[config.mk]
export PLATFORM = sky130hd
export DESIGN_NAME = spi_host
export DESIGN_NICKNAME = d
export VERILOG_FILES = /design/src/spi_host_pkg.sv /design/src/spi_host_if.sv /design/src/spi_host_fifo.sv /design/src/spi_host_cmd_check.sv /design/src/spi_host_shift.sv /design/src/spi_host_irq.sv /design/src/spi_host.sv
export SDC_FILE = /design/constraint.sdc
export NUM_CORES = 1
export LEC_CHECK = 0
export BUFFER_PORTS_ARGS = -buffer_cell sky130_fd_sc_hd__buf_2
export CAP_MARGIN = 20
export CORE_UTILIZATION = 50
export DETAILED_ROUTE_END_ITERATION = 6
export MAX_ROUTING_LAYER = met4
export PLACE_DENSITY_LB_ADDON = 0.08
export SLEW_MARGIN = 15
export SYNTH_ARGS = -nofsm -noshare
export SYNTH_HDL_FRONTEND = slang
export SYNTH_SLANG_ARGS = --single-unit
[constraint.sdc]
create_clock -name clk_i -period 3.7 [get_ports clk_i]
set_input_delay 0.555 -clock clk_i [delete_from_list [all_inputs] [get_ports clk_i]]
set_output_delay 0.555 -clock clk_i [all_outputs]
set_load 0.02 [all_outputs]
[src/spi_host_pkg.sv]
package spi_host_pkg;

  // Chip selects and the width of their index
  localparam int NumCS = 2;
  localparam int CSW   = 1;

  // Command length holds the byte count minus one
  localparam int LenW = 8;
  localparam int DivW = 8;

  // Occupancy runs from 0 to FifoDepth
  localparam int FifoDepth = 8;
  localparam int DepthW    = 4;

  typedef logic [7:0] byte_t;

  typedef enum logic [1:0] {
    Standard = 2'b00,
    Dual     = 2'b01,
    Quad     = 2'b10
  } speed_e;

  typedef enum logic [1:0] {
    Dummy  = 2'b00,
    RdOnly = 2'b01,
    WrOnly = 2'b10,
    Bidir  = 2'b11
  } dir_e;

  localparam int NumErr       = 5;
  localparam int ErrBusy      = 0;
  localparam int ErrOverflow  = 1;
  localparam int ErrUnderflow = 2;
  localparam int ErrCmdInval  = 3;
  localparam int ErrCsidInval = 4;

  localparam int NumEvt     = 6;
  localparam int EvtRxFull  = 0;
  localparam int EvtTxEmpty = 1;
  localparam int EvtRxWm    = 2;
  localparam int EvtTxWm    = 3;
  localparam int EvtReady   = 4;
  localparam int EvtIdle    = 5;

  localparam int IntrErr = 0;
  localparam int IntrEvt = 1;

endpackage

[src/spi_host_if.sv]
`timescale 1ns/1ns

// Status flags of one byte FIFO
interface fifo_status_if;

  logic                            empty;
  logic                            full;
  logic                            wm;
  logic [spi_host_pkg::DepthW-1:0] depth;

  modport src (output empty, full, wm, depth);
  modport snk (input empty, full, wm, depth);

endinterface

// Accepted command on its way to the shift engine
interface cmd_if;

  logic                          valid;
  logic                          ready;
  logic [spi_host_pkg::CSW-1:0]  csid;
  logic [spi_host_pkg::LenW-1:0] len;
  logic                          csaat;
  logic                          rd_en;
  logic                          wr_en;

  modport src (output valid, csid, len, csaat, rd_en, wr_en, input ready);
  modport snk (input valid, csid, len, csaat, rd_en, wr_en, output ready);

endinterface

[src/spi_host_fifo.sv]
`timescale 1ns/1ns

module spi_host_fifo #(
  parameter type payload_t = spi_host_pkg::byte_t,
  // Watermark at or above the level, else at or below it
  parameter bit  WmAbove   = 1'b1
) (
  input  logic                            clk_i,
  input  logic                            rst_ni,
  input  logic                            push_i,
  input  payload_t                        data_i,
  input  logic                            pop_i,
  output payload_t                        data_o,
  input  logic [spi_host_pkg::DepthW-1:0] wm_level_i,
  output logic                            overflow_o,
  output logic                            underflow_o,
  fifo_status_if.src                      stat_o
);

  // Depth is a power of two, so the pointers wrap by themselves
  payload_t                        mem [spi_host_pkg::FifoDepth];
  logic [spi_host_pkg::DepthW-2:0] wr_ptr;
  logic [spi_host_pkg::DepthW-2:0] rd_ptr;
  logic [spi_host_pkg::DepthW-1:0] count;
  logic                            full;
  logic                            empty;
  logic                            do_push;
  logic                            do_pop;

  assign full        = (int'(count) == spi_host_pkg::FifoDepth);
  assign empty       = (count == '0);
  assign do_push     = push_i & ~full;
  assign do_pop      = pop_i & ~empty;
  assign overflow_o  = push_i & full;
  assign underflow_o = pop_i & empty;

  always_ff @(posedge clk_i or negedge rst_ni) begin
    if (!rst_ni) begin
      wr_ptr <= '0;
      rd_ptr <= '0;
      count  <= '0;
    end else begin
      if (do_push) begin
        wr_ptr <= wr_ptr + 1'b1;
      end
      if (do_pop) begin
        rd_ptr <= rd_ptr + 1'b1;
      end
      if (do_push != do_pop) begin
        count <= do_push ? count + 1'b1 : count - 1'b1;
      end
    end
  end

  always_ff @(posedge clk_i) begin
    if (do_push) begin
      mem[wr_ptr] <= data_i;
    end
  end

  assign data_o       = mem[rd_ptr];
  assign stat_o.empty = empty;
  assign stat_o.full  = full;
  assign stat_o.depth = count;
  assign stat_o.wm    = WmAbove ? (count >= wm_level_i) : (count <= wm_level_i);

endmodule

[src/spi_host_cmd_check.sv]
`timescale 1ns/1ns

module spi_host_cmd_check (
  input  logic                          clk_i,
  input  logic                          rst_ni,
  input  logic                          cmd_valid_i,
  input  logic [spi_host_pkg::CSW:0]    csid_i,
  input  logic [spi_host_pkg::LenW-1:0] len_i,
  input  spi_host_pkg::speed_e          speed_i,
  input  spi_host_pkg::dir_e            dir_i,
  input  logic                          csaat_i,
  output logic                          ready_o,
  output logic                          err_busy_o,
  output logic                          err_cmd_inval_o,
  output logic                          err_csid_inval_o,
  cmd_if.src                            cmd_o
);

  logic csid_inval;
  logic cmd_inval;
  logic accept;
  logic pend_q;

  // Only single-lane transfers exist
  assign csid_inval = (int'(csid_i) >= spi_host_pkg::NumCS);
  assign cmd_inval  = (speed_i != spi_host_pkg::Standard);

  assign err_busy_o       = cmd_valid_i & ~ready_o;
  assign err_csid_inval_o = cmd_valid_i & ready_o & csid_inval;
  assign err_cmd_inval_o  = cmd_valid_i & ready_o & cmd_inval;
  assign accept           = cmd_valid_i & ready_o & ~csid_inval & ~cmd_inval;

  // Held until the engine takes it
  always_ff @(posedge clk_i or negedge rst_ni) begin
    if (!rst_ni) begin
      pend_q <= 1'b0;
    end else if (accept) begin
      pend_q <= 1'b1;
    end else if (pend_q && cmd_o.ready) begin
      pend_q <= 1'b0;
    end
  end

  always_ff @(posedge clk_i) begin
    if (accept) begin
      cmd_o.csid  <= csid_i[spi_host_pkg::CSW-1:0];
      cmd_o.len   <= len_i;
      cmd_o.csaat <= csaat_i;
      cmd_o.rd_en <= (dir_i == spi_host_pkg::RdOnly) || (dir_i == spi_host_pkg::Bidir);
      cmd_o.wr_en <= (dir_i == spi_host_pkg::WrOnly) || (dir_i == spi_host_pkg::Bidir);
    end
  end

  assign cmd_o.valid = pend_q;
  assign ready_o     = ~pend_q;

endmodule

[src/spi_host_shift.sv]
`timescale 1ns/1ns

module spi_host_shift (
  input  logic                           clk_i,
  input  logic                           rst_ni,
  input  logic                           en_i,
  input  logic [spi_host_pkg::DivW-1:0]  clkdiv_i,
  cmd_if.snk                             cmd_i,
  input  spi_host_pkg::byte_t            tx_data_i,
  input  logic                           tx_empty_i,
  output logic                           tx_pop_o,
  output spi_host_pkg::byte_t            rx_data_o,
  input  logic                           rx_full_i,
  output logic                           rx_push_o,
  output logic                           sck_o,
  output logic [spi_host_pkg::NumCS-1:0] csb_o,
  output logic                           sd_o,
  input  logic                           sd_i,
  output logic                           active_o
);

  typedef enum logic [1:0] {
    Idle,
    Shift,
    Stall
  } state_e;

  state_e                         state_q;
  logic [spi_host_pkg::DivW-1:0]  div_q;
  logic [2:0]                     bit_q;
  logic [spi_host_pkg::LenW-1:0]  byte_q;
  spi_host_pkg::byte_t            sr_q;
  logic                           sck_q;
  logic [spi_host_pkg::NumCS-1:0] csb_q;
  logic                           fin_q;
  logic                           rx_pend_q;
  logic                           miso_q;
  logic [spi_host_pkg::LenW-1:0]  len_q;
  logic                           csaat_q;
  logic                           rd_q;
  logic                           wr_q;
  logic                           idle_rdy;
  logic                           take;
  logic                           half_done;
  logic                           byte_end;
  logic                           boundary;
  logic                           rx_need;
  logic                           fin;
  logic                           rx_clear;
  logic                           go_next;
  logic                           go_idle;

  assign idle_rdy    = (state_q == Idle) & en_i;
  assign cmd_i.ready = idle_rdy;
  assign take        = cmd_i.valid & idle_rdy;

  assign half_done = (state_q == Shift) && (div_q == clkdiv_i);
  assign byte_end  = half_done && sck_q && (bit_q == 3'd7);
  assign boundary  = (state_q == Stall) || byte_end;

  // In Stall the finished byte already sits in the shift register
  assign rx_need   = (state_q == Stall) ? rx_pend_q : rd_q;
  assign rx_data_o = (state_q == Stall) ? sr_q : {sr_q[6:0], miso_q};
  assign fin       = (state_q == Stall) ? fin_q : (byte_q == len_q);

  assign rx_clear  = ~rx_need | ~rx_full_i;
  assign go_next   = boundary & rx_clear & ~fin & (~wr_q | ~tx_empty_i);
  assign go_idle   = boundary & rx_clear & fin;
  assign rx_push_o = boundary & rx_need & ~rx_full_i;
  assign tx_pop_o  = go_next & wr_q;

  always_ff @(posedge clk_i or negedge rst_ni) begin
    if (!rst_ni) begin
      state_q   <= Idle;
      div_q     <= '0;
      bit_q     <= '0;
      byte_q    <= '0;
      sr_q      <= '0;
      sck_q     <= 1'b0;
      csb_q     <= '1;
      fin_q     <= 1'b0;
      rx_pend_q <= 1'b0;
    end else begin
      if (take) begin
        state_q   <= Stall;
        byte_q    <= '0;
        fin_q     <= 1'b0;
        rx_pend_q <= 1'b0;
        for (int i = 0; i < spi_host_pkg::NumCS; i++) begin
          csb_q[i] <= (int'(cmd_i.csid) != i);
        end
      end else if (go_next) begin
        state_q <= Shift;
        sr_q    <= wr_q ? tx_data_i : '0;
        div_q   <= '0;
        bit_q   <= '0;
        sck_q   <= 1'b0;
      end else if (go_idle) begin
        state_q <= Idle;
        sck_q   <= 1'b0;
        if (!csaat_q) begin
          csb_q <= '1;
        end
      end else if (boundary) begin
        // Hold SCK low until the FIFOs let the transfer go on
        state_q   <= Stall;
        sck_q     <= 1'b0;
        sr_q      <= rx_data_o;
        fin_q     <= fin;
        rx_pend_q <= rx_need & rx_full_i;
      end else if (half_done) begin
        div_q <= '0;
        if (!sck_q) begin
          sck_q <= 1'b1;
        end else begin
          sck_q <= 1'b0;
          sr_q  <= {sr_q[6:0], miso_q};
          bit_q <= bit_q + 1'b1;
        end
      end else if (state_q == Shift) begin
        div_q <= div_q + 1'b1;
      end
      if (byte_end && !fin) begin
        byte_q <= byte_q + 1'b1;
      end
    end
  end

  always_ff @(posedge clk_i) begin
    if (take) begin
      len_q   <= cmd_i.len;
      csaat_q <= cmd_i.csaat;
      rd_q    <= cmd_i.rd_en;
      wr_q    <= cmd_i.wr_en;
    end
    // MISO is taken on the rising SCK edge
    if (half_done && !sck_q) begin
      miso_q <= sd_i;
    end
  end

  assign sck_o    = sck_q;
  assign csb_o    = csb_q;
  assign sd_o     = sr_q[7];
  assign active_o = (state_q != Idle);

endmodule

[src/spi_host_irq.sv]
`timescale 1ns/1ns

module spi_host_irq (
  input  logic                            clk_i,
  input  logic                            rst_ni,
  input  logic [spi_host_pkg::NumErr-1:0] err_i,
  input  logic [spi_host_pkg::NumErr-1:0] error_enable_i,
  input  logic [spi_host_pkg::NumErr-1:0] error_clear_i,
  output logic [spi_host_pkg::NumErr-1:0] error_status_o,
  output logic                            engine_en_o,
  fifo_status_if.snk                      tx_stat_i,
  fifo_status_if.snk                      rx_stat_i,
  input  logic                            ready_i,
  input  logic                            active_i,
  input  logic [spi_host_pkg::NumEvt-1:0] event_enable_i,
  input  logic [1:0]                      intr_enable_i,
  input  logic [1:0]                      intr_clear_i,
  output logic                            intr_error_o,
  output logic                            intr_event_o
);

  logic [spi_host_pkg::NumErr-1:0] status_q;
  logic [spi_host_pkg::NumEvt-1:0] evt_lvl;
  logic [spi_host_pkg::NumEvt-1:0] evt_q;
  logic [spi_host_pkg::NumEvt-1:0] evt_rise;
  logic [1:0]                      intr_q;
  logic                            err_hit;
  logic                            evt_hit;

  assign evt_lvl[spi_host_pkg::EvtRxFull]  = rx_stat_i.full;
  assign evt_lvl[spi_host_pkg::EvtTxEmpty] = tx_stat_i.empty;
  assign evt_lvl[spi_host_pkg::EvtRxWm]    = rx_stat_i.wm;
  assign evt_lvl[spi_host_pkg::EvtTxWm]    = tx_stat_i.wm;
  assign evt_lvl[spi_host_pkg::EvtReady]   = ready_i;
  assign evt_lvl[spi_host_pkg::EvtIdle]    = ~active_i;

  assign evt_rise = evt_lvl & ~evt_q;
  assign err_hit  = |(err_i & error_enable_i);
  assign evt_hit  = |(evt_rise & event_enable_i);

  always_ff @(posedge clk_i or negedge rst_ni) begin
    if (!rst_ni) begin
      status_q <= '0;
      // Levels already high out of reset are not events
      evt_q    <= '1;
      intr_q   <= '0;
    end else begin
      status_q <= (status_q & ~error_clear_i) | (err_i & error_enable_i);
      evt_q    <= evt_lvl;
      intr_q[spi_host_pkg::IntrErr] <=
          (intr_q[spi_host_pkg::IntrErr] & ~intr_clear_i[spi_host_pkg::IntrErr]) | err_hit;
      intr_q[spi_host_pkg::IntrEvt] <=
          (intr_q[spi_host_pkg::IntrEvt] & ~intr_clear_i[spi_host_pkg::IntrEvt]) | evt_hit;
    end
  end

  assign error_status_o = status_q;
  assign engine_en_o    = ~|status_q;
  assign intr_error_o   = intr_q[spi_host_pkg::IntrErr] & intr_enable_i[spi_host_pkg::IntrErr];
  assign intr_event_o   = intr_q[spi_host_pkg::IntrEvt] & intr_enable_i[spi_host_pkg::IntrEvt];

endmodule

[src/spi_host.sv]
`timescale 1ns/1ns

module spi_host (
  input  logic                            clk_i,
  input  logic                            rst_ni,
  input  logic                            en_i,
  input  logic [spi_host_pkg::DivW-1:0]   clkdiv_i,
  input  logic                            cmd_valid_i,
  input  logic [spi_host_pkg::CSW:0]      cmd_csid_i,
  input  logic [spi_host_pkg::LenW-1:0]   cmd_len_i,
  input  spi_host_pkg::speed_e            cmd_speed_i,
  input  spi_host_pkg::dir_e              cmd_dir_i,
  input  logic                            cmd_csaat_i,
  output logic                            ready_o,
  output logic                            active_o,
  input  spi_host_pkg::byte_t             tx_data_i,
  input  logic                            tx_valid_i,
  input  logic [spi_host_pkg::DepthW-1:0] tx_wm_i,
  input  logic                            rx_ready_i,
  output spi_host_pkg::byte_t             rx_data_o,
  input  logic [spi_host_pkg::DepthW-1:0] rx_wm_i,
  output logic [spi_host_pkg::DepthW-1:0] tx_depth_o,
  output logic [spi_host_pkg::DepthW-1:0] rx_depth_o,
  input  logic [spi_host_pkg::NumErr-1:0] error_enable_i,
  input  logic [spi_host_pkg::NumErr-1:0] error_clear_i,
  output logic [spi_host_pkg::NumErr-1:0] error_status_o,
  input  logic [spi_host_pkg::NumEvt-1:0] event_enable_i,
  input  logic [1:0]                      intr_enable_i,
  input  logic [1:0]                      intr_clear_i,
  output logic                            intr_error_o,
  output logic                            intr_event_o,
  output logic                            sck_o,
  output logic [spi_host_pkg::NumCS-1:0]  csb_o,
  output logic                            sd_o,
  input  logic                            sd_i
);

  fifo_status_if tx_stat ();
  fifo_status_if rx_stat ();
  cmd_if         cmd ();

  spi_host_pkg::byte_t             tx_head;
  spi_host_pkg::byte_t             rx_byte;
  logic                            tx_pop;
  logic                            rx_push;
  logic                            engine_en;
  logic                            shift_en;
  logic [spi_host_pkg::NumErr-1:0] err;

  assign shift_en   = en_i & engine_en;
  assign tx_depth_o = tx_stat.depth;
  assign rx_depth_o = rx_stat.depth;

  spi_host_cmd_check u_cmd_check (
    .clk_i            (clk_i),
    .rst_ni           (rst_ni),
    .cmd_valid_i      (cmd_valid_i),
    .csid_i           (cmd_csid_i),
    .len_i            (cmd_len_i),
    .speed_i          (cmd_speed_i),
    .dir_i            (cmd_dir_i),
    .csaat_i          (cmd_csaat_i),
    .ready_o          (ready_o),
    .err_busy_o       (err[spi_host_pkg::ErrBusy]),
    .err_cmd_inval_o  (err[spi_host_pkg::ErrCmdInval]),
    .err_csid_inval_o (err[spi_host_pkg::ErrCsidInval]),
    .cmd_o            (cmd)
  );

  spi_host_fifo #(
    .payload_t (spi_host_pkg::byte_t),
    .WmAbove   (1'b0)
  ) u_tx_fifo (
    .clk_i       (clk_i),
    .rst_ni      (rst_ni),
    .push_i      (tx_valid_i),
    .data_i      (tx_data_i),
    .pop_i       (tx_pop),
    .data_o      (tx_head),
    .wm_level_i  (tx_wm_i),
    .overflow_o  (err[spi_host_pkg::ErrOverflow]),
    .underflow_o (),
    .stat_o      (tx_stat)
  );

  spi_host_fifo #(
    .payload_t (spi_host_pkg::byte_t),
    .WmAbove   (1'b1)
  ) u_rx_fifo (
    .clk_i       (clk_i),
    .rst_ni      (rst_ni),
    .push_i      (rx_push),
    .data_i      (rx_byte),
    .pop_i       (rx_ready_i),
    .data_o      (rx_data_o),
    .wm_level_i  (rx_wm_i),
    .overflow_o  (),
    .underflow_o (err[spi_host_pkg::ErrUnderflow]),
    .stat_o      (rx_stat)
  );

  spi_host_shift u_shift (
    .clk_i      (clk_i),
    .rst_ni     (rst_ni),
    .en_i       (shift_en),
    .clkdiv_i   (clkdiv_i),
    .cmd_i      (cmd),
    .tx_data_i  (tx_head),
    .tx_empty_i (tx_stat.empty),
    .tx_pop_o   (tx_pop),
    .rx_data_o  (rx_byte),
    .rx_full_i  (rx_stat.full),
    .rx_push_o  (rx_push),
    .sck_o      (sck_o),
    .csb_o      (csb_o),
    .sd_o       (sd_o),
    .sd_i       (sd_i),
    .active_o   (active_o)
  );

  spi_host_irq u_irq (
    .clk_i          (clk_i),
    .rst_ni         (rst_ni),
    .err_i          (err),
    .error_enable_i (error_enable_i),
    .error_clear_i  (error_clear_i),
    .error_status_o (error_status_o),
    .engine_en_o    (engine_en),
    .tx_stat_i      (tx_stat),
    .rx_stat_i      (rx_stat),
    .ready_i        (ready_o),
    .active_i       (active_o),
    .event_enable_i (event_enable_i),
    .intr_enable_i  (intr_enable_i),
    .intr_clear_i   (intr_clear_i),
    .intr_error_o   (intr_error_o),
    .intr_event_o   (intr_event_o)
  );

endmodule

# [Word level (Yosys, flattened, before mapping)]
# Memory sizes are Yosys's and may differ from the RTL's.
# Index checks and enable logic that the tools add are counted.
[word_totals] ram_bits=128 reg_bits=92 romBits=0 latch_bits=0 in_bits=66 output_inout_bits=29 memories=2
[memory_table] name="u_rx_fifo.mem" words=8 width=8 read_ports=1 rd_clocked_by_memory_dff=0 wr=1 line="spi_host_fifo.sv:21" source="payload_t mem [spi_host_pkg::FifoDepth];"
[memory_table] name="u_tx_fifo.mem" words=8 width=8 read_ports=1 rd_clocked_by_memory_dff=0 wr=1 line="spi_host_fifo.sv:21"
[op_classes] multipliers=0 n_eq_ne=17 n_reduce_logical=37 n_addsub=11 shifts=0 mux=50 div_mod_pow=0 bitwise=53 magnitude_cmp=3
[op_table] operator="2-to-1 mux 8 bit" n=14
[op_table] operator="bitwise AND 1 bit" n=27
[op_table] operator="2-to-1 mux 1 bit" n=21
[op_table] operator="adder 8 x 1 -> 8 bit (second input constant)" n=2
[op_table] operator="== test 8 bit" n=2
[op_table] operator="2-to-1 mux 2 bit" n=8
[op_table] operator="nonzero test 2 bit" n=8
[op_table] operator="adder 3 x 1 -> 3 bit (second input constant)" n=5
[op_table] operator="2-to-1 mux 3 bit" n=5
[op_table] operator="inverter 1 bit" n=15
[op_table] operator="bitwise AND 6 bit" n=2
[op_table] operator="bitwise AND 5 bit" n=2
[op_table] operator="OR reduction 5 bit" n=2
[op_table] operator="nonzero test 3 bit" n=3
[op_table] operator="adder 4 x 1 -> 4 bit (second input constant)" n=2
[op_table] operator="== test 4 bit (second input constant)" n=2
[op_table] operator="zero test 4 bit" n=2
[op_table] operator="2-to-1 mux 4 bit" n=2
[op_table] operator="AND reduction 4 bit" n=2
[op_table] operator="nonzero test 4 bit" n=2
[op_table] operator="subtractor 4 x 1 -> 4 bit (second input constant)" n=2
[op_table] operator="== test 2 bit (second input constant)" n=3
[op_table] operator="logical AND 1 bit" n=6
[op_table] operator="inequality test 2 x 1 -> 1 bit (second input constant)" n=3
[op_table] operator="other kinds (18)" n=29

# [Longest topological paths before layout]
# Gate-level depths: netlist (run 1).
[logic_depth] depth_word=11 ltp_mapped=14

# [Cells and area by module]
# Synthesis (run 1) repeated with hierarchy kept, for this count alone.
[unflattened] hier_cells=654 hier_area_um2=9778.1
[modules_own_cells] module="spi_host_fifo at u_tx_fifo" instances=1 cells_each=166 seq_area_each_um2=2172.1 area_each_um2=3125.5
[modules_own_cells] module="spi_host_fifo at u_rx_fifo" instances=1 cells_each=165 seq_area_each_um2=2172.1 area_each_um2=3121.7
[modules_own_cells] module="spi_host_shift" instances=1 cells_each=251 seq_area_each_um2=1213.7 area_each_um2=2566.2
[modules_own_cells] module="spi_host_irq" instances=1 cells_each=47 seq_area_each_um2=332.8 area_each_um2=504.2
[modules_own_cells] module="spi_host_cmd_check" instances=1 cells_each=24 seq_area_each_um2=385.4 area_each_um2=454.2
[modules_own_cells] module="spi_host" instances=1 cells_each=1 seq_area_each_um2=0.0 area_each_um2=6.3

# [Least setup slack after synthesis (run 1)]
# Ideal clock, no wire load.
[synth_path] path_kind="reg-to-reg" startpoint="register u_shift.bit_q[0]" endpoint="memory u_rx_fifo.mem[2][0] (netlist name) (enable)" synth_period_minus_slack_ns=3.177 path_stages_with_launch=10 path_slack_ns=0.523 setup_time_ns=0.398 arrival_ns=2.779 n_path_buf=0 cell_sequence="dfrtp_1 > ha_1 > ha_1 > nand2_1 > nor3_1 > nand4_1 > o21a_1 > nor2_1 > inv_1 > nor4b_1"
[synth_between] elab_chain_len=8
[synth_lines] item="start: declaration" line="spi_host_shift.sv:30" source="logic [2:0] bit_q;"
[synth_lines] item="start signal: assignment" line="spi_host_shift.sv:118" source="bit_q <= bit_q + 1'b1;"
[synth_lines] item="== test 3 bit" line="spi_host_shift.sv:58" source="assign byte_end = half_done && sck_q && (bit_q == 3'd7);"
[synth_lines] item="logical AND 1 bit" line="spi_host_shift.sv:58"
[synth_lines] item="logical OR 1 bit" line="spi_host_shift.sv:59" source="assign boundary = (state_q == Stall) || byte_end;"
[synth_lines] item="bitwise AND 1 bit (2 in series)" line="spi_host_shift.sv:69" source="assign rx_push_o = boundary & rx_need & ~rx_full_i;"
[synth_lines] item="bitwise AND 1 bit" line="spi_host_fifo.sv:32" source="assign do_push = push_i & ~full;"
[synth_lines] item="2-to-1 mux 1 bit" line="spi_host_fifo.sv:56" source="if (do_push) begin"
[synth_lines] item="2-to-1 mux 1 bit (implied by the code)" line="spi_host_fifo.sv:57" source="mem[wr_ptr] <= data_i;"
[synth_lines] item="end: declaration" line="spi_host_fifo.sv:21"
# No other way between the ends.

# [Worst setup path in the final report (run 1)]
[layout_path] startpoint="register u_shift.bit_q[0]" endpoint="register u_rx_fifo.count (netlist bit u_rx_fifo.stat_o.depth[3])"
[layout_between] elab_chain_len=7 word_cells_on_any_way=8 cone_classes="2 x eq/ne; 1 x mux; 3 x bitwise; 2 x reduce/logical"
[layout_lines] item="== test 3 bit (*)" line="spi_host_shift.sv:58"
[layout_lines] item="logical AND 1 bit (*)" line="spi_host_shift.sv:58"
[layout_lines] item="logical OR 1 bit (*)" line="spi_host_shift.sv:59"
[layout_lines] item="bitwise AND 1 bit (*) (2 in series)" line="spi_host_shift.sv:69"
[layout_lines] item="bitwise AND 1 bit (*)" line="spi_host_fifo.sv:32"
[layout_lines] item="2-to-1 mux 4 bit / inequality test 1 bit (equally long branches)" line="spi_host_fifo.sv:50, spi_host_fifo.sv:49"
[layout_lines] item="end signal: assignment" line="spi_host_fifo.sv:50" source="count <= do_push ? count + 1'b1 : count - 1'b1;"
[layout_lines] item="end: declaration" line="spi_host_fifo.sv:24" source="logic [spi_host_pkg::DepthW-1:0] count;"
# Every way passes the cells marked *; elsewhere a longest branch is shown, timed or not.
# A chain may end at the register's enable or synchronous reset.

==> impl_metrics.env, run 1 <==
export IMPL_detail_route_wl_per_cell_um=18.14
export IMPL_synth_yosys_seq_area_share_pct=65.40
export IMPL_io_pins=95
export IMPL_clock_sink_count=220
export IMPL_hp_start="error_clear_i[3]"
export IMPL_cts_htree_levels=1
export IMPL_fin_cells=1035
export IMPL_dr_first_iter_drc_count=370
export IMPL_die_x_um=140.5
export IMPL_synthesis_instances=661
export IMPL_synth_enable_flop_cells=152
export IMPL_routed_via_count=5729
export IMPL_yosys_top_cells_area="edfxtp_1 48%, dfrtp_1 16%, mux4_2 7.5%, ha_1 2.6%, mux2_2 2.5%"
export IMPL_fin_nets=873
export IMPL_tritoncts="built"
export IMPL_grt_setup_unrepaired="no"
export IMPL_dp_hpwl_um=13180
export IMPL_worstPathArrival_ns=3.65
export IMPL_global_route_wire_length_before_repair_um=30710
export IMPL_asyncSetResetFlopFracSynth_pct=30.91
export IMPL_setup_violations=0
export IMPL_drt_antenna_violating_nets=0
export IMPL_vias_per_cell=5.535
export IMPL_most_instantiated_cells_after_synthesis="152 x edfxtp_1, 60 x dfrtp_1, 57 x nand2_1"
export IMPL_critical_path_cell_chain="ha_1 -> ha_1 -> nand2_1 -> nor3_1 -> nand4_1 -> o21a_1 -> nor2_1 -> inv_1 -> ha_1 -> a21o_1 -> a21oi_1 -> or3_1 -> a21oi_1 -> a311o_1"
export IMPL_syn_mean_instance_area_um2=14.52
export IMPL_final_critical_period_ns=3.269
export IMPL_initial_core_util_pct=51.13
export IMPL_port_bufs=94
export IMPL_inserted_diodes=0
export IMPL_globalRoute_totalOverflow=0
export IMPL_cp_required_ns=4.08
export IMPL_fraction_of_layout_instances_using_a_drive_strength_above_1_pct=27.59
export IMPL_grt_start_max_net_pins=42
export IMPL_synth_nets=749
export IMPL_netlist_cell_type_count=61
export IMPL_antenna_found_initial=0
export IMPL_hold_buffers=0
export IMPL_floorplan_die_area_um2=19750
export IMPL_post_synth_top_area_cell="edfxtp_1"
export IMPL_drv_cap=0
export IMPL_gr_usage_all_layers_pct=20.49
export IMPL_yosysWarnings=0
export IMPL_ys_dominant_reg_cell="edfxtp_1"
export IMPL_crit_path_end_kind="flip-flop"
export IMPL_tightestPinTransition_ns=1.042
export IMPL_cts_bufs_inserted=23
export IMPL_worst_case_vdd_ir_drop_mv=0.4544
export IMPL_post_cts_resize_count=0
export IMPL_core_rowCount=50
export IMPL_cts_root_buf="clkbuf_16"
export IMPL_worst_setup_hold_path_clk_slew_ns=0.06
export IMPL_core_region_area_um2=18770
export IMPL_gp_congestion=0.8492
export IMPL_hold_violations=0
export IMPL_detail_route_drc_violations=0
export IMPL_number_of_global_route_vias_before_repair=5976
export IMPL_ys_seq_elements=220
export IMPL_hold_depth=2
export IMPL_synthMostInstantiatedCell="edfxtp_1"
export IMPL_cp_slowest_stage_delay_ns=0.37
export IMPL_post_synth_top_area_fraction_pct=47.56
export IMPL_wl_um=18780
export IMPL_worst_max_slew_margin_expressed_relative_to_the_limit_pct=29.79
export IMPL_power_leakage_nw=4.254
export IMPL_area_growth_pct=16.77
export IMPL_first_pass_iters=5
export IMPL_mappedNetlistArea_um2=9597
export IMPL_worst_path_most_repeated_cell="ha_1"
export IMPL_run_status="complete, no violations"
export IMPL_tns_ns=0
export IMPL_finalCritPeriodShare_pct=88.34
export IMPL_critical_path_reg2reg_startpoint="u_shift.bit_q[0]$_DFFE_PN0P_"
export IMPL_final_fill_count=1472
export IMPL_worst_clock_skew_ns=0.008545
export IMPL_cts_path_max_buffers=3
export IMPL_kind_of_start_point_of_the_critical_path="flip-flop"
export IMPL_placed_instances=992
export IMPL_clkLatencyLatePin_ns=0.50
export IMPL_maxSlewViolCount=0
export IMPL_worst_hold_path_type="in -> reg"
export IMPL_critPathLaunch="u_shift.bit_q[0]$_DFFE_PN0P_"
export IMPL_power_density_nw_per_um2=532.4
export IMPL_cts_repair_timing_setup_buffer_count=0
export IMPL_max_freq_mhz=305.9
export IMPL_setup_worst_path_class="reg -> reg"
export IMPL_r2r_worst_path_cells=14
export IMPL_critical_path_peak_fanout=8
export IMPL_die_h_um=140.5
export IMPL_critPathSlowestCell="dfrtp_1"
==> placed cells by master, fill, tap and decap left out, types with 3 or more instances in the layout <==
master	n
a21o_1	8
a21oi_1	12
and3_1	6
buf_2	94
buf_4	27
clkbuf_1	10
clkbuf_16	23
clkinv_1	5
dfrtp_1	60
dfstp_2	8
edfxtp_1	152
ha_1	20
inv_1	34
mux2_2	21
mux2i_1	8
mux4_2	32
nand2_1	57
nand2b_1	5
nand3_1	15
nand3b_1	3
nand4_1	10
nor2_1	25
nor2b_1	4
nor3_1	13
nor3b_1	6
nor4_1	4
nor4b_1	3
o21ai_0	47
o31ai_1	5
or2_2	3
or3_1	5
xnor2_1	20
xor2_1	13
==> metrics by stage <==
| step | utilization [%] | hold WS (ns) | total power (W) | setup slack (ns) | area, um^2 |
|---|---|---|---|---|---|
| after floorplan | - | 0.2594 | 0.003546 | 0.5231 | 9597 |
| after global placement | 55.81 | 0.4012 | 0.003799 | 0.4161 | 10470 |
| after detailed placement | 55.81 | 0.4045 | 0.003847 | 0.3165 | 10470 |
| after CTS | 59.55 | 0.2029 | 0.006031 | 0.4146 | 11180 |
| after global routing | 59.71 | 0.2101 | 0.006242 | 0.2344 | 11210 |
| final | 59.71 | 0.2228 | 0.005966 | 0.4313 | 11210 |
==> power breakdown <==
group / leakage (nW) / internal [W] / switching (W) / total, W
sequential: 2.10 / 0.00286 / 0.000171 / 0.00303
combinational: 1.82 / 0.000337 / 0.000428 / 0.000765
clock: 0.338 / 0.00129 / 0.000883 / 0.00217
total: 4.25 / 0.00448 / 0.00148 / 0.00597
==> cell type report <==
class / instances / area [um^2] / area share (%)
Timing Repair Buffer: 123 / 703.2 / 6.275
Clock buffer: 33 / 613.1 / 5.471
Inverter: 36 / 135.1 / 1.206
Clock inverter: 8 / 88.84 / 0.7928
Tap cell: 234 / 292.8 / 2.613
Sequential cell: 220 / 6276 / 56.01
Multi-Input combinational cell: 381 / 3097 / 27.64
==> critical path, delay by kind of cell (launching register included) <==
kind,cells,cell delay (ns)
and+or+nand+nor,5,0.86
adders and majority gates,3,0.63
AOI/OAI and AO/OA,5,1.12
buffers and inverters,1,0.15
DFF,1,0.37
==> state kept, by name, summed over array words and instances (netlist names), 2 cells and up <==
register,count
u_rx_fifo.mem,64
u_tx_fifo.stat_o.depth,4
u_tx_fifo.wr_ptr,3
u_shift.byte_q,8
u_shift.len_q,8
u_rx_fifo.rd_ptr,3
u_shift.csb_o,2
u_shift.div_q,8
u_irq.evt_q,6
u_cmd_check.cmd_o.len,8
u_shift.sr_q,8
u_tx_fifo.rd_ptr,3
u_shift.state_q,2
u_irq.intr_q,2
u_rx_fifo.wr_ptr,3
u_rx_fifo.stat_o.depth,4
u_shift.bit_q,3
u_tx_fifo.mem,64
u_irq.error_status_o,5
==> final timing paths <==
kind,slack [ns],to
worst max-delay path,0.43,u_rx_fifo.stat_o.depth[3]$_DFFE_PN0P_
worst min-delay path,0.22,u_irq.error_status_o[3]$_DFF_PN0_
worst max register to register,0.43,u_rx_fifo.stat_o.depth[3]$_DFFE_PN0P_
worst min register to register,0.42,u_shift.rd_q$_DFFE_PP_
max in group asynchronous,2.38,u_irq.evt_q[2]$_DFF_PN1_
min in group asynchronous,0.50,u_shift.div_q[4]$_DFFE_PN0P_
==> cell families after synthesis <==
group | count (synthesis) | share of synthesized area, %
fa+ha+maj | 22 | 3.025
buf+inv | 60 | 2.451
simple gates | 166 | 8.827
compound gates | 97 | 6.245
xor+xnor | 33 | 3.012
flops | 220 | 65.40
mux | 63 | 11.04
==> per-layer routing <==
metal | track usage (%) | part of all wire (%)
met5 | - | 0
met4 | 5.435 | 1.9
met3 | 2.496 | 3.4
met2 | 35.42 | 50
met1 | 25.72 | 44
(Power assumes the default switching activity.)
==> run 2, diff against run 1 <==
==> constraint.sdc (replaced) <==
create_clock -name clk_i -period 3.7 [get_ports clk_i]
set_input_delay 0 -clock clk_i [delete_from_list [all_inputs] [get_ports clk_i]]
set_output_delay 0 -clock clk_i [all_outputs]
set_load 0.02 [all_outputs]
==> run 2 against run 1 <==
Effect of this change: die area is the same; utilization is 1.9 points higher; combinational power up 6.1%; power shrank 0.18%; critical path depth unchanged; first-iteration DRC count grew 4.1%; clock skew rose by 0.0055 ns; non-clock buffer count up 34.
==> impl_metrics.env, run 2 (synthesis results as in run 1) <==
export IMPL_run_status="complete, no violations"
export IMPL_number_of_global_route_vias_before_repair=6083
export IMPL_core_rowCount=50
export IMPL_hp_start="rx_wm_i[2]"
export IMPL_cell_internal_pwr_w=0.004455
export IMPL_power_frac_comb_pct=13.6
export IMPL_worst_case_vdd_ir_drop_mv=0.4351
export IMPL_die_h_um=140.5
export IMPL_gp_congestion=0.8418
export IMPL_layout_area_seq_um2=6276
export IMPL_dr_first_iter_drc_count=385
export IMPL_switching_power_w=0.001500
export IMPL_worst_clock_skew_ns=0.01402
export IMPL_kind_of_start_point_of_the_critical_path="flip-flop"
export IMPL_seqPwrFrac_pct=51.0
export IMPL_vias_per_cell=5.437
export IMPL_inserted_diodes=0
export IMPL_worstPathArrival_ns=3.65
export IMPL_r2r_setup_slack_ns=0.42
export IMPL_fin_nets=908
export IMPL_hold_depth=5
export IMPL_floorplan_die_area_um2=19750
export IMPL_hold_violations=0
export IMPL_cts_bufs_inserted=24
export IMPL_tns_ns=0
export IMPL_critPathLaunch="u_shift.bit_q[0]$_DFFE_PN0P_"
export IMPL_final_fill_count=1450
export IMPL_multi_input_comb_area_um2=3107
export IMPL_cts_root_buf="clkbuf_16"
export IMPL_pwr_share_clk_pct=35.4
export IMPL_maxSlewViolCount=0
export IMPL_finalCritPeriodShare_pct=88.60
export IMPL_worst_hold_path_type="in -> reg"
export IMPL_final_cell_mix="152 x edfxtp_1, 94 x buf_2, 60 x dfrtp_1, 57 x nand2_1, 47 x o21ai_0"
export IMPL_drt_antenna_violating_nets=0
export IMPL_cts_htree_levels=1
export IMPL_setup_worst_path_class="reg -> reg"
export IMPL_clkLatencyLatePin_ns=0.50
export IMPL_rr_endpoint="u_rx_fifo.stat_o.depth[3]$_DFFE_PN0P_"
export IMPL_global_route_wire_length_before_repair_um=30850
export IMPL_port_bufs=94
export IMPL_area_growth_pct=20.44
export IMPL_worst_max_slew_margin_expressed_relative_to_the_limit_pct=32.23
export IMPL_clock_sink_count=220
export IMPL_antenna_found_initial=0
export IMPL_r2r_worst_path_cells=14
export IMPL_layout_commonest_cell="edfxtp_1"
export IMPL_timing_final_ws_setup_ns=0.4217
export IMPL_routed_via_count=5818
export IMPL_final_critical_period_ns=3.278
export IMPL_first_pass_iters=4
export IMPL_grt_setup_unrepaired="no"
export IMPL_max_freq_mhz=305.0
export IMPL_power_density_nw_per_um2=515.2
export IMPL_critical_path_reg2reg_startpoint="u_shift.bit_q[0]$_DFFE_PN0P_"
export IMPL_power_leakage_nw=4.401
export IMPL_cp_required_ns=4.07
export IMPL_grt_start_max_net_pins=42
export IMPL_setup_violations=0
export IMPL_pre_cts_slack_ns=0.4072
export IMPL_p_sw_share_pct=25.18
export IMPL_dp_hpwl_um=13100
export IMPL_tritoncts="built"
export IMPL_wl_um=19100
export IMPL_cts_path_max_buffers=3
export IMPL_fraction_of_layout_instances_using_a_drive_strength_above_1_pct=26.20
export IMPL_critical_path_peak_fanout=8
export IMPL_io_pins=95
export IMPL_initial_core_util_pct=51.13
export IMPL_crit_path_end_kind="flip-flop"
export IMPL_drv_cap=0
export IMPL_detail_route_drc_violations=0
export IMPL_worst_setup_hold_path_clk_slew_ns=0.06
export IMPL_globalRoute_totalOverflow=0
export IMPL_detail_route_wl_per_cell_um=17.85
export IMPL_worst_hold_path_endpoint="u_irq.evt_q[2]$_DFF_PN1_"
export IMPL_cts_repair_timing_setup_buffer_count=0
export IMPL_core_region_area_um2=18770
export IMPL_die_x_um=140.5
export IMPL_gr_usage_all_layers_pct=20.60
export IMPL_largestRegisters="u_rx_fifo.mem (64), u_tx_fifo.mem (64)"
export IMPL_tightestPinTransition_ns=1.006
==> run 2: cell types whose count changed in the layout (fill, tap and decap cells not counted), sizes merged <==
cell,change
dlygate4sd3,+40
buf,-6
clkinv,+6
clkbuf,-2
bufinv,-2
inv,-1
==> run 2: worst max path at each step <==
stage	slack [ns]	to
after floorplan	0.52	u_rx_fifo.mem[2][0]$_DFFE_PP_
after global placement	0.54	u_rx_fifo.stat_o.depth[3]$_DFFE_PN0P_
after detailed placement	0.41	u_rx_fifo.stat_o.depth[3]$_DFFE_PN0P_
after CTS	0.40	u_rx_fifo.stat_o.depth[3]$_DFFE_PN0P_
after global routing	0.18	u_rx_fifo.stat_o.depth[3]$_DFFE_PN0P_
final	0.42	u_rx_fifo.stat_o.depth[3]$_DFFE_PN0P_
==> run 2: per-layer routing <==
layer / part of all wire (%) / global-route usage [%] / vias up
li1: - / - / 2799
met1: 44 / 26.58 / 2895
met2: 52 / 35.45 / 97
met3: 3.0 / 2.462 / 27
met4: 1.4 / 4.176 / 0
met5: 0 / - / -
==> run 2: power by group through the flow <==
stage | sequential, W | combinational [W] | clock, W
6_report | 0.00304 | 0.000812 | 0.00211
3_3_place_gp | 0.00306 | 0.000731 | 0
2_1_floorplan | 0.00307 | 0.000476 | 0
4_1_cts | 0.00304 | 0.000822 | 0.00216
3_5_place_dp | 0.00308 | 0.000770 | 0
5_1_grt | 0.00307 | 0.000911 | 0.00225
==> run 2: layout make-up <==
type,count,area share [%]
well taps,234,2.533
clock buffers,31,5.607
repair buffers,157,9.115
flip-flops and latches,220,54.30
multi-input cells,381,26.88
inverters,36,1.169
clock inverters,11,0.4005
==> run 2: metrics by stage <==
stage	hold WS [ns]	utilization [%]	cells	cell area, um^2	power [W]
after detailed placement	0.06614	55.70	987	10450	0.003854
after global placement	0.05968	55.62	986	10440	0.003796
after global routing	0.04091	61.59	1070	11560	0.006229
final	0.01966	61.59	1070	11560	0.005955
after floorplan	-0.2956	-	661	9597	0.003546
after CTS	0.01584	61.59	1070	11560	0.006021
==> run 2: worst max-delay path, stage by stage (launching register included) <==
cell and delay [ns]:
dfrtp_1 0.37, ha_1 0.16, ha_1 0.15, nand2_1 0.08, nor3_1 0.24, nand4_1 0.20, o21a_1 0.31, nor2_1 0.16
inv_1 0.17, ha_1 0.31, a21o_1 0.17, a21oi_1 0.27, or3_1 0.18, a21oi_1 0.06, a311o_1 0.31
==> run 2: repair_timing <==
| action | CTS | global route |
|---|---|---|
| hold buffers | 41 | 0 |
| gates resized for setup | 0 | 0 |
| endpoints found under the hold margin | 116 | 0 |
==> run 3, diff against run 2 <==
Settings changed: CORE_MARGIN set to 2, PLACE_DENSITY set to 0.66, PLACE_DENSITY_LB_ADDON 0.08 to not set.
==> run 3 against run 2 <==
Effect of this change: global-route usage down 0.86 points; count of clock-buffer cells in the layout stayed put; via count shrank 0.14%; sequential cell count stayed put; maximum frequency is 1.9% higher; routed wire length fell by 1.2%; clock power increased by 7%; cell area increased by 0.52%; power rose by 2.7%; worst hold slack gained 0.0057 ns; register-to-register slack gained 0.06 ns; largest cell class unchanged.
==> impl_metrics.env, run 3 (synthesis results as in run 1) <==
export IMPL_switching_power_w=0.001528
export IMPL_largestRegisters="u_rx_fifo.mem (64), u_tx_fifo.mem (64)"
export IMPL_fin_nets=908
export IMPL_port_bufs=94
export IMPL_die_h_um=142.5
export IMPL_power_leakage_nw=4.416
export IMPL_tightestPinTransition_ns=1.015
export IMPL_clock_sink_count=220
export IMPL_drv_cap=0
export IMPL_cts_path_max_buffers=3
export IMPL_hold_violations=0
export IMPL_gp_congestion=0.8712
export IMPL_post_cts_resize_count=0
export IMPL_crit_path_end_kind="flip-flop"
export IMPL_cts_root_buf="clkbuf_16"
export IMPL_cp_required_ns=4.08
export IMPL_critPathLaunch="u_shift.bit_q[0]$_DFFE_PN0P_"
export IMPL_worst_max_slew_margin_expressed_relative_to_the_limit_pct=31.60
export IMPL_globalRoute_totalOverflow=0
export IMPL_pwr_share_clk_pct=36.9
export IMPL_run_status="complete, no violations"
export IMPL_detail_route_wl_per_cell_um=17.62
export IMPL_rr_endpoint="u_rx_fifo.stat_o.depth[3]$_DFFE_PN0P_"
export IMPL_critical_path_peak_fanout=8
export IMPL_dp_hpwl_um=12800
export IMPL_core_region_area_um2=18770
export IMPL_power_frac_comb_pct=13.5
export IMPL_worstPathArrival_ns=3.60
export IMPL_final_fill_count=1418
export IMPL_fraction_of_layout_instances_using_a_drive_strength_above_1_pct=26.88
export IMPL_hp_start="rx_wm_i[2]"
export IMPL_cts_bufs_inserted=23
export IMPL_layout_commonest_cell="edfxtp_1"
export IMPL_grt_start_max_net_pins=36
export IMPL_gr_usage_all_layers_pct=19.75
export IMPL_max_freq_mhz=310.8
export IMPL_drt_antenna_violating_nets=0
export IMPL_critical_path_reg2reg_startpoint="u_shift.bit_q[0]$_DFFE_PN0P_"
export IMPL_worst_setup_hold_path_clk_slew_ns=0.06
export IMPL_number_of_global_route_vias_before_repair=5941
export IMPL_inserted_diodes=0
export IMPL_detail_route_drc_violations=0
export IMPL_io_pins=95
export IMPL_core_rowCount=50
export IMPL_r2r_setup_slack_ns=0.48
export IMPL_final_cell_mix="152 x edfxtp_1, 95 x buf_2, 59 x dfrtp_1, 57 x nand2_1, 47 x o21ai_0"
export IMPL_area_growth_pct=21.07
export IMPL_wl_um=18870
export IMPL_r2r_worst_path_cells=14
export IMPL_vias_per_cell=5.425
export IMPL_hold_buffers=42
export IMPL_kind_of_start_point_of_the_critical_path="flip-flop"
export IMPL_grt_setup_unrepaired="no"
export IMPL_floorplan_die_area_um2=20320
export IMPL_cell_internal_pwr_w=0.004586
export IMPL_final_critical_period_ns=3.217
export IMPL_clkLatencyLatePin_ns=0.50
export IMPL_first_pass_iters=5
export IMPL_crit_end="u_rx_fifo.stat_o.depth[3]$_DFFE_PN0P_"
export IMPL_setup_worst_path_class="reg -> reg"
export IMPL_worst_clock_skew_ns=0.01057
export IMPL_worst_case_vdd_ir_drop_mv=0.4255
export IMPL_cts_htree_levels=1
export IMPL_antenna_found_initial=0
export IMPL_maxSlewViolCount=0
export IMPL_worst_hold_path_type="in -> reg"
export IMPL_tns_ns=0
export IMPL_routed_via_count=5810
export IMPL_finalCritPeriodShare_pct=86.96
export IMPL_total_power_w=0.006114
export IMPL_initial_core_util_pct=51.13
export IMPL_dr_first_iter_drc_count=410
export IMPL_tritoncts="built"
export IMPL_global_route_wire_length_before_repair_um=30730
export IMPL_seqPwrFrac_pct=49.6
export IMPL_power_density_nw_per_um2=526.2
export IMPL_setup_violations=0
export IMPL_die_x_um=142.5
export IMPL_p_sw_share_pct=24.99
export IMPL_cts_repair_timing_setup_buffer_count=0
[run 3: changes by cell type in the layout (fill, tap and decap cells not counted), sizes merged]
cell | before | now
clkinv | 12 | 7
inv | 35 | 36
dlygate4sd3 | 41 | 42
bufinv | 0 | 2
clkinvlp | 0 | 2
[run 3: how the worst min path moves through the flow]
| stage | depth (start not counted) | endpoint |
|---|---|---|
| detailed placement | 1 | u_tx_fifo.stat_o.depth[1]$_DFFE_PN0P_ |
| CTS | 5 | u_irq.evt_q[2]$_DFF_PN1_ |
| global placement | 1 | u_tx_fifo.stat_o.depth[0]$_DFFE_PN0P_ |
| finish | 5 | u_irq.evt_q[2]$_DFF_PN1_ |
| global route | 3 | u_cmd_check.cmd_o.wr_en$_DFFE_PP_ |
| floorplan | 0 | u_cmd_check.cmd_o.valid$_DFFE_PN0P_ |
[run 3: final cells by class]
type                    instances  area, um^2  area share [%]
multi-input cells             381        3107           26.74
flip-flops and latches        220        6277           54.03
inverters                      36       135.1           1.163
repair buffers                158        1054           9.067
clock buffers                  31       635.6           5.471
clock inverters                11       117.6           1.012
well taps                     234       292.8           2.520
[run 3: per-stage QoR]
step | hold WS (ns) | area, um^2 | worst slack, ns | std cells | util (%)
2_1_floorplan | -0.2956 | 9597 | 0.5231 | 661 | -
3_3_place_gp | 0.1113 | 10440 | 0.5553 | 986 | 55.62
3_5_place_dp | 0.1136 | 10440 | 0.4799 | 986 | 55.62
4_1_cts | 0.008597 | 11610 | 0.4673 | 1070 | 61.87
5_1_grt | 0.04377 | 11620 | 0.1443 | 1071 | 61.91
6_report | 0.02531 | 11620 | 0.4826 | 1071 | 61.91
[run 3: routing by layer]
| metal | wire length, um | GRT usage, % |
|---|---|---|
| met1 | 8137 | 24.95 |
| met2 | 9646 | 33.78 |
| met3 | 702 | 2.927 |
| met4 | 384 | 5.107 |
| met5 | 0 | - |
[run 3: power groups by stage]
stage | Sequential [W] | Combinational, W | Clock [W]
after floorplan | 0.00307 | 0.000476 | 0
after global placement | 0.00306 | 0.000728 | 0
after detailed placement | 0.00308 | 0.000766 | 0
after CTS | 0.00303 | 0.000826 | 0.00231
after global routing | 0.00306 | 0.000915 | 0.00240
final | 0.00303 | 0.000823 | 0.00226
[run 3: critical path: stages, from the launching register on]
cell and delay [ns]:
dfrtp_1 0.37, ha_1 0.16, ha_1 0.16, nand2_1 0.08
nor3_1 0.24, nand4_1 0.20, o21a_1 0.29, nor2_1 0.15
inv_1 0.16, ha_1 0.30, a21o_1 0.17, a21oi_1 0.25
or3_1 0.17, a21oi_1 0.07, a311o_1 0.32
